`config.mk`:
```
export PLATFORM = sky130hd
export DESIGN_NAME = pitaya_top
export DESIGN_NICKNAME = d
export VERILOG_FILES = /design/src/design/pitaya_pkg.sv /design/src/design/adc_frontend.sv /design/src/design/sample_fifo.sv /design/src/design/dac_backend.sv /design/src/design/sys_regs.sv /design/src/design/pitaya_top.sv
export SDC_FILE = /design/constraint.sdc
export NUM_CORES = 1
export LEC_CHECK = 0
export ABC_AREA = 1
export BUFFER_PORTS_ARGS = -buffer_cell sky130_fd_sc_hd__buf_2
export CAP_MARGIN = 20
export CORE_AREA = 5 5 212 214
export DETAILED_ROUTE_END_ITERATION = 10
export DIE_AREA = 0 0 217 219
export PLACE_DENSITY_LB_ADDON = 0.2
export REMOVE_ABC_BUFFERS = 1
export SLEW_MARGIN = 15
export SYNTH_ARGS = -nofsm -noshare
export SYNTH_HDL_FRONTEND = slang
export SYNTH_SLANG_ARGS = --single-unit
```
`constraint.sdc`:
```
create_clock -name adc_clk -period 3.93 [get_ports adc_clk]
set_input_delay 0.1965 -clock adc_clk [delete_from_list [all_inputs] [get_ports adc_clk]]
set_output_delay 0.1965 -clock adc_clk [all_outputs]
set_load 0.01 [all_outputs]
```
`src/design/pitaya_pkg.sv`:
```
package pitaya_pkg;

  ////////////////////////////////////////
  // widths and depths
  ////////////////////////////////////////
  localparam int ADC_PIN_W  = 16;  // pins per ADC channel, 2 lsb reserved
  localparam int SAMPLE_W   = 14;
  localparam int SYS_W      = 32;  // bus addr/data
  localparam int REGION_LSB = 20;
  localparam int REGION_W   = 3;
  localparam int N_REGIONS  = 8;
  localparam int FIFO_DEPTH = 16;  // sample pairs
  localparam int PTR_W      = $clog2(FIFO_DEPTH);
  localparam int LEVEL_W    = 5;   // holds 0..FIFO_DEPTH
  localparam int DROP_W     = 16;
  localparam int LED_W      = 8;

  ////////////////////////////////////////
  // region 0 register map
  ////////////////////////////////////////
  localparam logic [REGION_LSB-1:0] REG_CTRL   = 'h0;
  localparam logic [REGION_LSB-1:0] REG_LED    = 'h4;
  localparam logic [REGION_LSB-1:0] REG_STATUS = 'h8;

  localparam int CTRL_LOOP_BIT   = 0;
  localparam int CTRL_DAC_EN_BIT = 1;

  typedef logic signed [SAMPLE_W-1:0] sample_t;

  typedef struct packed {
    sample_t a;  // channel a
    sample_t b;  // channel b
  } sample_pair_t;

  typedef struct packed {
    logic [SAMPLE_W-1:0] a;
    logic [SAMPLE_W-1:0] b;
  } dac_code_t;

  typedef struct packed {
    logic [SYS_W-1:0] addr;
    logic [SYS_W-1:0] wdata;
    logic             wen;
    logic             ren;
  } sys_req_t;

  typedef struct packed {
    logic [SYS_W-1:0] rdata;
    logic             ack;
    logic             err;
  } sys_rsp_t;

  // negative slope code <-> two's complement, same bit flip both ways
  function automatic logic [SAMPLE_W-1:0] neg_slope(input logic [SAMPLE_W-1:0] code);
    return {code[SAMPLE_W-1], ~code[SAMPLE_W-2:0]};
  endfunction

endpackage

```
`src/design/adc_frontend.sv`:
```
`timescale 1ns/1ps

module adc_frontend (
  input  logic                                 adc_clk,
  input  logic                                 arst_n_i,
  input  logic [pitaya_pkg::ADC_PIN_W-1:0]     adc_dat_a_i,   // ch a pins
  input  logic [pitaya_pkg::ADC_PIN_W-1:0]     adc_dat_b_i,   // ch b pins
  input  logic                                 digital_loop_i,
  input  pitaya_pkg::sample_pair_t             dac_pair_i,    // from dac side
  output logic                                 valid_o,
  output pitaya_pkg::sample_pair_t             pair_o,
  input  logic                                 ready_i,
  output logic [pitaya_pkg::DROP_W-1:0]        drop_count_o
);

  import pitaya_pkg::*;

  logic [SAMPLE_W-1:0] adc_dat_a_q;
  logic [SAMPLE_W-1:0] adc_dat_b_q;
  logic                valid_q;
  logic [DROP_W-1:0]   drop_q;
  sample_pair_t        adc_pair;

  ////////////////////////////////////////
  // input register
  ////////////////////////////////////////

  // upper bits only, the two lsb are reserved
  always_ff @(posedge adc_clk)
  begin
    adc_dat_a_q <= adc_dat_a_i[ADC_PIN_W-1 -: SAMPLE_W];
    adc_dat_b_q <= adc_dat_b_i[ADC_PIN_W-1 -: SAMPLE_W];
  end

  // adc never stalls, valid from first cycle after reset
  always_ff @(posedge adc_clk or negedge arst_n_i)
  begin
    if (!arst_n_i)
      valid_q <= 1'b0;
    else
      valid_q <= 1'b1;
  end

  // unsigned neg slope -> two's complement
  assign adc_pair.a = sample_t'(neg_slope(adc_dat_a_q));
  assign adc_pair.b = sample_t'(neg_slope(adc_dat_b_q));

  assign pair_o  = digital_loop_i ? dac_pair_i : adc_pair;  // loopback switch
  assign valid_o = valid_q;

  ////////////////////////////////////////
  // lost pairs, saturating
  ////////////////////////////////////////
  always_ff @(posedge adc_clk or negedge arst_n_i)
  begin
    if (!arst_n_i)
      drop_q <= '0;
    else if (valid_q && !ready_i && (drop_q != '1))
      drop_q <= drop_q + 1'b1;
  end

  assign drop_count_o = drop_q;

endmodule

```
`src/design/sample_fifo.sv`:
```
`timescale 1ns/1ps

module sample_fifo (
  input  logic                            adc_clk,
  input  logic                            arst_n_i,
  input  logic                            in_valid_i,
  input  pitaya_pkg::sample_pair_t        in_pair_i,
  output logic                            in_ready_o,
  output logic                            out_valid_o,
  output pitaya_pkg::sample_pair_t        out_pair_o,
  input  logic                            out_ready_i,
  output logic [pitaya_pkg::LEVEL_W-1:0]  level_o       // pairs held, incl. output reg
);

  import pitaya_pkg::*;

  sample_pair_t       mem [FIFO_DEPTH];
  logic [PTR_W-1:0]   wr_ptr;
  logic [PTR_W-1:0]   rd_ptr;
  logic [LEVEL_W-1:0] level_q;
  logic               out_valid_q;
  sample_pair_t       out_pair_q;
  logic               push;
  logic               pop;
  logic               mem_empty;
  logic               load_out;   // output register takes a new pair
  logic               bypass;     // empty: input goes straight to output reg

  assign push      = in_valid_i & in_ready_o;
  assign pop       = out_valid_q & out_ready_i;
  // output reg is always filled first, so mem never holds all FIFO_DEPTH
  assign mem_empty = (wr_ptr == rd_ptr);
  assign load_out  = !out_valid_q || pop;
  assign bypass    = load_out && mem_empty;

  ////////////////////////////////////////
  // storage
  ////////////////////////////////////////
  always_ff @(posedge adc_clk)
  begin
    if (push && !bypass)
      mem[wr_ptr] <= in_pair_i;
    if (load_out)
      out_pair_q <= mem_empty ? in_pair_i : mem[rd_ptr];
  end

  always_ff @(posedge adc_clk or negedge arst_n_i)
  begin
    if (!arst_n_i)
    begin
      wr_ptr      <= '0;
      rd_ptr      <= '0;
      out_valid_q <= 1'b0;
    end
    else
    begin
      if (push && !bypass)
        wr_ptr <= wr_ptr + 1'b1;  // wraps at depth
      if (load_out)
      begin
        if (!mem_empty)
        begin
          rd_ptr      <= rd_ptr + 1'b1;
          out_valid_q <= 1'b1;
        end
        else
          out_valid_q <= push;  // bypass or run dry
      end
    end
  end

  ////////////////////////////////////////
  // fill level
  ////////////////////////////////////////
  always_ff @(posedge adc_clk or negedge arst_n_i)
  begin
    if (!arst_n_i)
      level_q <= '0;
    else
    begin
      case ({push, pop})
        2'b10:   level_q <= level_q + 1'b1;
        2'b01:   level_q <= level_q - 1'b1;
        default: level_q <= level_q;  // none or both
      endcase
    end
  end

  assign in_ready_o  = (level_q != LEVEL_W'(FIFO_DEPTH));  // low only when full
  assign out_valid_o = out_valid_q;
  assign out_pair_o  = out_pair_q;
  assign level_o     = level_q;

endmodule

```
`src/design/dac_backend.sv`:
```
`timescale 1ns/1ps

module dac_backend (
  input  logic                      adc_clk,
  input  logic                      arst_n_i,
  input  logic                      dac_en_i,
  input  logic                      in_valid_i,
  input  pitaya_pkg::sample_pair_t  in_pair_i,
  output logic                      in_ready_o,
  output pitaya_pkg::dac_code_t     dac_o,       // neg slope codes to pins
  output pitaya_pkg::sample_pair_t  dac_pair_o   // signed, back to loopback
);

  import pitaya_pkg::*;

  dac_code_t    dac_q;
  sample_pair_t pair_q;
  logic         take;

  assign in_ready_o = dac_en_i;  // pops whenever enabled
  assign take       = in_valid_i & dac_en_i;

  ////////////////////////////////////////
  // output registers
  ////////////////////////////////////////

  // hold last value while fifo empty or disabled
  always_ff @(posedge adc_clk or negedge arst_n_i)
  begin
    if (!arst_n_i)
    begin
      dac_q  <= '0;
      pair_q <= '0;
    end
    else if (take)
    begin
      pair_q  <= in_pair_i;
      dac_q.a <= neg_slope(in_pair_i.a);  // signed -> neg slope offset
      dac_q.b <= neg_slope(in_pair_i.b);
    end
  end

  assign dac_o      = dac_q;
  assign dac_pair_o = pair_q;

endmodule

```
`src/design/sys_regs.sv`:
```
`timescale 1ns/1ps

module sys_regs (
  input  logic                            adc_clk,
  input  logic                            arst_n_i,
  input  pitaya_pkg::sys_req_t            sys_req_i,
  output pitaya_pkg::sys_rsp_t            sys_rsp_o,
  input  logic [pitaya_pkg::LEVEL_W-1:0]  fifo_level_i,
  input  logic [pitaya_pkg::DROP_W-1:0]   drop_count_i,
  output logic                            digital_loop_o,
  output logic                            dac_en_o,
  output logic [pitaya_pkg::LED_W-1:0]    led_o
);

  import pitaya_pkg::*;

  logic [REGION_W-1:0]   region;
  logic                  region0;       // request hits the register block
  logic [REGION_LSB-1:0] offset;        // byte offset inside region
  logic [SYS_W-1:0]      reg0_rdata;
  logic                  loop_q;
  logic                  dac_en_q;
  logic [LED_W-1:0]      led_q;
  logic                  ack_q;
  logic [SYS_W-1:0]      rdata_q;

  ////////////////////////////////////////
  // region decode
  ////////////////////////////////////////
  assign region  = sys_req_i.addr[REGION_LSB +: REGION_W];
  assign region0 = (region == '0);
  assign offset  = sys_req_i.addr[REGION_LSB-1:0];

  // region 0 read word
  always_comb
  begin
    reg0_rdata = '0;
    case (offset)
      REG_CTRL:
      begin
        reg0_rdata[CTRL_LOOP_BIT]   = loop_q;
        reg0_rdata[CTRL_DAC_EN_BIT] = dac_en_q;
      end
      REG_LED:    reg0_rdata[LED_W-1:0] = led_q;
      REG_STATUS:
      begin
        reg0_rdata[LEVEL_W-1:0]          = fifo_level_i;
        reg0_rdata[SYS_W-1 -: DROP_W]    = drop_count_i;  // bits 31:16
      end
      default:    reg0_rdata = '0;
    endcase
  end

  ////////////////////////////////////////
  // region 0 registers
  ////////////////////////////////////////
  always_ff @(posedge adc_clk or negedge arst_n_i)
  begin
    if (!arst_n_i)
    begin
      loop_q   <= 1'b0;
      dac_en_q <= 1'b0;
      led_q    <= '0;
    end
    else if (sys_req_i.wen && region0)
    begin
      case (offset)
        REG_CTRL:
        begin
          loop_q   <= sys_req_i.wdata[CTRL_LOOP_BIT];
          dac_en_q <= sys_req_i.wdata[CTRL_DAC_EN_BIT];
        end
        REG_LED: led_q <= sys_req_i.wdata[LED_W-1:0];
        default: ;  // status is read only
      endcase
    end
  end

  // every region answers one cycle after the request
  always_ff @(posedge adc_clk or negedge arst_n_i)
  begin
    if (!arst_n_i)
    begin
      ack_q   <= 1'b0;
      rdata_q <= '0;
    end
    else
    begin
      ack_q   <= sys_req_i.wen | sys_req_i.ren;
      rdata_q <= region0 ? reg0_rdata : '0;  // regions 1..7 read zero
    end
  end

  assign sys_rsp_o.rdata = rdata_q;
  assign sys_rsp_o.ack   = ack_q;
  assign sys_rsp_o.err   = 1'b0;  // no error source

  assign digital_loop_o = loop_q;
  assign dac_en_o       = dac_en_q;
  assign led_o          = led_q;

endmodule

```
`src/design/pitaya_top.sv`:
```
`timescale 1ns/1ps

module pitaya_top (
  input  logic                              adc_clk,
  input  logic                              arst_n_i,
  input  logic [pitaya_pkg::ADC_PIN_W-1:0]  adc_dat_a_i,
  input  logic [pitaya_pkg::ADC_PIN_W-1:0]  adc_dat_b_i,
  input  pitaya_pkg::sys_req_t              sys_req_i,
  output pitaya_pkg::sys_rsp_t              sys_rsp_o,
  output pitaya_pkg::dac_code_t             dac_o,
  output logic [pitaya_pkg::LED_W-1:0]      led_o
);

  import pitaya_pkg::*;

  // adc -> fifo
  logic               frontend_valid;
  sample_pair_t       frontend_pair;
  logic               fifo_ready;
  // fifo -> dac
  logic               out_valid;
  sample_pair_t       out_pair;
  logic               out_ready;
  // config and status
  logic               digital_loop;
  logic               dac_en;
  logic [LEVEL_W-1:0] fifo_level;
  logic [DROP_W-1:0]  drop_count;
  sample_pair_t       dac_pair;     // loopback path

  ////////////////////////////////////////
  // sample path
  ////////////////////////////////////////
  adc_frontend u_adc_frontend (
    .adc_clk        (adc_clk),
    .arst_n_i       (arst_n_i),
    .adc_dat_a_i    (adc_dat_a_i),
    .adc_dat_b_i    (adc_dat_b_i),
    .digital_loop_i (digital_loop),
    .dac_pair_i     (dac_pair),
    .valid_o        (frontend_valid),
    .pair_o         (frontend_pair),
    .ready_i        (fifo_ready),
    .drop_count_o   (drop_count)
  );

  sample_fifo u_sample_fifo (
    .adc_clk     (adc_clk),
    .arst_n_i    (arst_n_i),
    .in_valid_i  (frontend_valid),
    .in_pair_i   (frontend_pair),
    .in_ready_o  (fifo_ready),
    .out_valid_o (out_valid),
    .out_pair_o  (out_pair),
    .out_ready_i (out_ready),
    .level_o     (fifo_level)
  );

  dac_backend u_dac_backend (
    .adc_clk    (adc_clk),
    .arst_n_i   (arst_n_i),
    .dac_en_i   (dac_en),
    .in_valid_i (out_valid),
    .in_pair_i  (out_pair),
    .in_ready_o (out_ready),
    .dac_o      (dac_o),
    .dac_pair_o (dac_pair)
  );

  ////////////////////////////////////////
  // system bus
  ////////////////////////////////////////
  sys_regs u_sys_regs (
    .adc_clk        (adc_clk),
    .arst_n_i       (arst_n_i),
    .sys_req_i      (sys_req_i),
    .sys_rsp_o      (sys_rsp_o),
    .fifo_level_i   (fifo_level),
    .drop_count_i   (drop_count),
    .digital_loop_o (digital_loop),
    .dac_en_o       (dac_en),
    .led_o          (led_o)
  );

endmodule

```
Yosys cells after proc, flatten, opt, wreduce, memory -nomap -nowiden --
Memory sizes are Yosys's and may differ from the RTL's. Index checks and enable logic that the tools add are counted.
Storage, ports and cells: memories kept 1, bits in writable memories 448, output and inout port bits 70, flip-flop bits (word level) 186
Memories:
- u_sample_fifo.mem | words 16, width 28, rd ports 1, clocked after Yosys merged registers in 0, wr ports 1, line sample_fifo.sv:17 | sample_pair_t mem [FIFO_DEPTH];
Cells by class: reductions and logical operators 15, mux-type cells 11, equality and inequality tests 7, add/sub/neg operators 5, bitwise logic cells 8
Operators by type and width (number):
- 28-bit two-way mux | 2
- 13-bit inverter | 4
- 32-bit two-way mux | 1
- 20-bit by 3-bit equality test with 1-bit output, second input constant | 1
- 20-bit by 4-bit equality test with 1-bit output, second input constant | 1
- 20-bit logical NOT | 1
- 16-bit by 1-bit adder with 16-bit output, second input constant | 1
- 16-bit two-way mux | 1
- 16-bit inequality test, second input constant | 1
- 5-bit one-hot mux with 2 select lines | 1
- 4-bit by 1-bit adder with 4-bit output, second input constant | 2
- 2-bit one-hot mux with 3 select lines | 1
- 3-bit one-hot mux with 2 select lines | 1
- 2-bit AND reduction | 3
- 5-bit by 1-bit adder with 5-bit output, second input constant | 1
- 1-bit logical AND | 5
- 5-bit inequality test, second input constant | 1
- 5-bit by 1-bit subtractor with 5-bit output, second input constant | 1
- 4-bit equality test | 1
- 1-bit logical NOT | 3
- 3-bit logical NOT | 1
- 1-bit two-way mux | 3
- 3-bit two-way mux | 1
- 1-bit bitwise AND | 2
- other kinds (6) | 6

Longest topological paths before layout --
word-level depth 7, mapped depth 14

Modules after synthesis --
Synthesis repeated with hierarchy kept, for this count alone.
Second synthesis, totals: cell total of the unflattened synthesis 2429, area total of the unflattened synthesis 25958.6 µm²
Modules (own cells, without submodules):
- sample_fifo | instances 1, cells each 1749, area an instance 20191.9 µm², seq. area each 14644.0 µm²
- dac_backend | instances 1, cells each 263, area an instance 2313.5 µm², seq. area each 1351.3 µm²
- adc_frontend | instances 1, cells each 242, area an instance 1909.3 µm², seq. area each 985.9 µm²
- sys_regs | instances 1, cells each 175, area an instance 1544.0 µm², seq. area each 875.8 µm²

Worst setup path before layout --
OpenSTA, ideal clock, no wires.
path kind register -> register, from register u_sys_regs.dac_en_q, in the netlist u_sys_regs.dac_en_o, to memory u_sample_fifo.mem[12][0] (netlist name), enable pin, setup slack 0.970 ns, arrival time 2.547 ns, buffers on the path 1, cell stages (with the launch flop) 7, cells stage by stage dfrtp_1 > nor2_1 > inv_1 > nand2_2 > nand2_1 > buf_2 > nor2_1
Between the ends: cells in the longest elaborated chain, start to end 7
RTL lines:
- start: declaration | line sys_regs.sv:22 | logic dac_en_q;
- start signal: assignment | line sys_regs.sv:71 | dac_en_q <= sys_req_i.wdata[CTRL_DAC_EN_BIT];
- 1-bit bitwise AND | line sample_fifo.sv:30 | assign pop = out_valid_q & out_ready_i;
- 1-bit logical OR | line sample_fifo.sv:33 | assign load_out = !out_valid_q || pop;
- named net u_sample_fifo.load_out | line sample_fifo.sv:26 | logic load_out;
- 1-bit logical AND | line sample_fifo.sv:34 | assign bypass = load_out && mem_empty;
- 1-bit logical NOT | line sample_fifo.sv:41 | if (push && !bypass)
- 1-bit logical AND | line sample_fifo.sv:41
- 1-bit two-way mux | line sample_fifo.sv:41
- 1-bit two-way mux (not written as such) | line sample_fifo.sv:42 | mem[wr_ptr] <= in_pair_i;
- end: declaration | line sample_fifo.sv:17
The timed path passes the listed nets, and every way through them passes these cells.

Worst setup path in the final report --
from register u_sample_fifo.wr_ptr[2], to memory u_sample_fifo.mem[1][25] (netlist name), enable pin
Between the ends: cells in the longest elaborated chain, start to end 6
RTL lines:
- start: declaration | line sample_fifo.sv:18 | logic [PTR_W-1:0] wr_ptr;
- start signal: assignment | line sample_fifo.sv:58 | wr_ptr <= wr_ptr + 1'b1;
- 4-bit equality test | line sample_fifo.sv:32 | assign mem_empty = (wr_ptr == rd_ptr);
- 1-bit logical AND | line sample_fifo.sv:34
- 1-bit logical NOT | line sample_fifo.sv:41
- 1-bit logical AND | line sample_fifo.sv:41
- 1-bit two-way mux | line sample_fifo.sv:41
- 1-bit two-way mux (not written as such) | line sample_fifo.sv:42
Parallel ways exist; a longest one is shown, timed or not.

==> metrics.md <==
| Metric | Value |
|---|---|
| Status | `finished clean` |
| Final setup viols | `0` |
| Total power | `15.3 mW` |
| Max Freq | `354 MHz` |
| All-Layer GR Usage | `0.252` |
| Leakage | `11.8 nW` |
| I/O Buffers | `123` |
| Final hold vios | `0` |
| Met2 Usage GRT | `0.430` |
| Yosys reg bits | `624` |
| Number of enable flip-flop cells after synthesis | `476` |
| Io pins | `170` |
| Post-Syn Instances | `2334` |
| Post CTS Setup Buffer Count | `0` |
| Warning count from the yosys run | `0` |
| Post-synthesis cell area | `0.0254 mm2` |
| Cell taking the most area after synthesis | `edfxtp_1` |
| DR pass1 iterations | `6` |
| Critical path class | `reg -> reg` |
| Initial antenna violation count | `0` |
| Routed wire per std cell | `19.4 um` |
| Power per Cell Area | `524 mW/mm2` |
| Placement Cell Area | `0.0267 mm2` |
| GRT overflow | `0` |
| Final Critical Period | `2.82 ns` |
| VDD IR-drop max | `0.373 mV` |
| GR met3 Demand/Resource | `0.0341` |
| HP Class | `in -> reg` |
| Clock Skew | `0.0156 ns` |
| Seq pwr share | `0.507` |
| Routed wire length | `60000 um` |
| Fill cells | `3062` |
| Asr flop ratio synth | `0.192` |
| Setup Slack @ Placement | `1.08 ns` |
| Largest net degree at the start of global routing | `227` |
| Unrepaired setup endpoints after global routing | `false` |
| Setup slack after layout | `1.11 ns` |
| H-tree Lvls | `2` |
| Final HPWL DP | `32000 um` |
| CP endpoint kind | `flop` |
| Core area | `0.0427 mm2` |
| Register area | `0.0179 mm2` |
| First-pass GRT wire length | `93800 um` |
| Avg Inst Size Synth | `10.9 um2` |
| Clk pwr share | `0.373` |
| Switching portion of total power | `0.251` |
| CTS tree | `built` |
| Vias per cell | `5.61` |
| TritonCTS buffer count | `61` |
| Most numerous cell in the Yosys netlist | `nand2_1` |
| Multi-input logic area | `0.00668 mm2` |
| Most used routing layer | `met2` |
| Share of cells above drive strength 1 | `0.123` |
| Height of the die | `219 um` |
| Post-route cell area | `0.0292 mm2` |
| Row cnt | `76` |
| Max-Slew Margin vs Limit | `0.313` |
| Final net count | `2609` |
| Worst-path maximum fanout | `17` |
| CTS Buffer Depth | `3` |
| Iteration-0 DRC count of the detailed router | `1885` |
| CTS Sinks | `624` |
| Synth Flop Type | `edfxtp_1` |
| Area of the die | `0.0475 mm2` |
| Reg clk slew, reported paths | `0.06 ns` |
| Drt drc | `0` |
| Crit start category | `flop` |
| Top-area cell type share of the netlist area | `0.563` |
| Top cells by area, synth | `edfxtp_1 56%, nand2_1 14%, dfrtp_1 12%, nand3_1 7.3%, dfxtp_1 2.2%` |
| Max-cap violations | `0` |
| WP data arrival | `3.14 ns` |
| Met1 Usage GRT | `0.344` |
| Synth cell types | `32` |
| Floorplan die width | `217 um` |
| Switching power | `3.83 mW` |
| Final Slew Violations | `0` |
| Antenna-violating nets left | `0` |
| Data required, critical path | `4.24 ns` |
| Pint | `11.4 mW` |
| Vias in the first global route | `16800` |
| Final period util | `0.719` |
| Clk Latency, worst-skew pair | `0.62 ns` |
| Area grow syn2layout | `14.8%` |
| Least-Margin Pin Slew | `1.03 ns` |
| Starting density of the core | `0.595` |
| Commonest cells post-synth | `929 x nand2_1, 476 x edfxtp_1, 373 x nand3_1` |
| Root buffer cell | `clkbuf_16` |
| Register area share after synthesis | `0.703` |
| RePlAce Congestion | `0.848` |
| Vias | `17400` |
| Logic pwr share | `0.120` |
-- path summary, 6_finish.rpt --
kind                                         startpoint                            to  slack, ns  cells past startpoint
min                                       sys_req_i[36]         u_sys_regs.rdata_q[2]       0.09                      6
min in group asynchronous                      arst_n_i  u_dac_backend.dac_pair_o[25]       0.26                      2
max                             u_sample_fifo.wr_ptr[2]      u_sample_fifo.mem[1][25]       1.11                      9
max reg2reg                     u_sample_fifo.wr_ptr[2]      u_sample_fifo.mem[1][25]       1.11                      9
max in group asynchronous                      arst_n_i  u_dac_backend.dac_pair_o[20]       2.76                      3
min reg2reg                u_sample_fifo.out_pair_o[13]  u_dac_backend.dac_pair_o[13]       0.45                      2
-- layer usage --
metal / up-vias / part of all wire
li1: 8206 / -
met1: 8388 / 0.41
met2: 704 / 0.50
met3: 94 / 0.072
met4: 0 / 0.022
met5: - / 0
-- sequential cells by signal (all words and copies together), names as in the netlist, 5 cells and up --
signal and flops:
u_sample_fifo.out_pair_o 28, u_adc_frontend.adc_dat_b_q 14, u_adc_frontend.adc_dat_a_q 14, u_sample_fifo.level_o 5, u_dac_backend.dac_pair_o 28, u_dac_backend.dac_o 26, u_sample_fifo.mem 448, u_sys_regs.led_o 8
u_sys_regs.rdata_q 24, u_adc_frontend.drop_count_o 16
-- worst max-delay path: stages, from the launching register on --
cell and delay, ns:
dfrtp_1 0.52, xor2_1 0.17, nor2_1 0.07, nand2_2 0.07, inv_2 0.04, nand2_2 0.10
nand2_1 0.33, buf_12 0.31, nor2_4 0.56, buf_4 0.34
-- cells by family after synthesis --
group | count (synthesis) | synth area share
and+or+nand+nor | 1405 | 0.229
DFF | 624 | 0.703
buffers and inverters | 197 | 0.0403
AOI/OAI and AO/OA | 73 | 0.0145
xor gates and xnor gates | 22 | 0.00758
adders and majority gates | 9 | 0.00443
other | 2 | 0.000296
muxes | 2 | 0.000886
-- what timing repair did --
| action | CTS | global route |
|---|---|---|
| endpoints found under the hold margin | 139 | 0 |
| hold buffers | 43 | 0 |
| gates resized for setup | 0 | 0 |
-- power groups by stage --
stage,Sequential (mW),Combinational [mW],Clock (mW)
2_1_floorplan,7.90,1.04,0
3_3_place_gp,7.86,1.72,0
3_5_place_dp,7.87,1.78,0
4_1_cts,7.74,1.83,5.78
5_1_grt,7.77,2.03,6.08
6_report,7.74,1.83,5.70
-- per-stage QoR --
stage,hold WS [ns],std cells,setup TNS [ns],util
2_1_floorplan,-0.0991,2204,-1290.48,-
3_3_place_gp,0.299,2937,0,0.626
3_5_place_dp,0.300,2937,0,0.626
4_1_cts,0.0334,3095,0,0.682
5_1_grt,0.132,3098,0,0.683
6_report,0.0899,3099,0,0.683
-- area by class of cell --
cell class,instances,area share
Sequential cell,624,0.613
Clock buffer,94,0.0611
Antenna cell,1,0.0000858
Inverter,59,0.00781
Timing Repair Buffer,233,0.0589
Multi-Input combinational cell,1521,0.229
Clock inverter,21,0.00669
Tap cell,546,0.0234
-- cell usage in the layout (no fill, tap or decap), types with 49 or more instances in the layout --
| master | instances |
|---|---|
| nand2_1 | 928 |
| edfxtp_1 | 476 |
| nand3_1 | 373 |
| buf_2 | 122 |
| dfrtp_1 | 116 |
| clkbuf_16 | 63 |
| o21ai_0 | 54 |
| buf_4 | 54 |
| inv_1 | 53 |
| nor2_1 | 49 |
No activity file was read; power rests on OpenSTA's default activity.
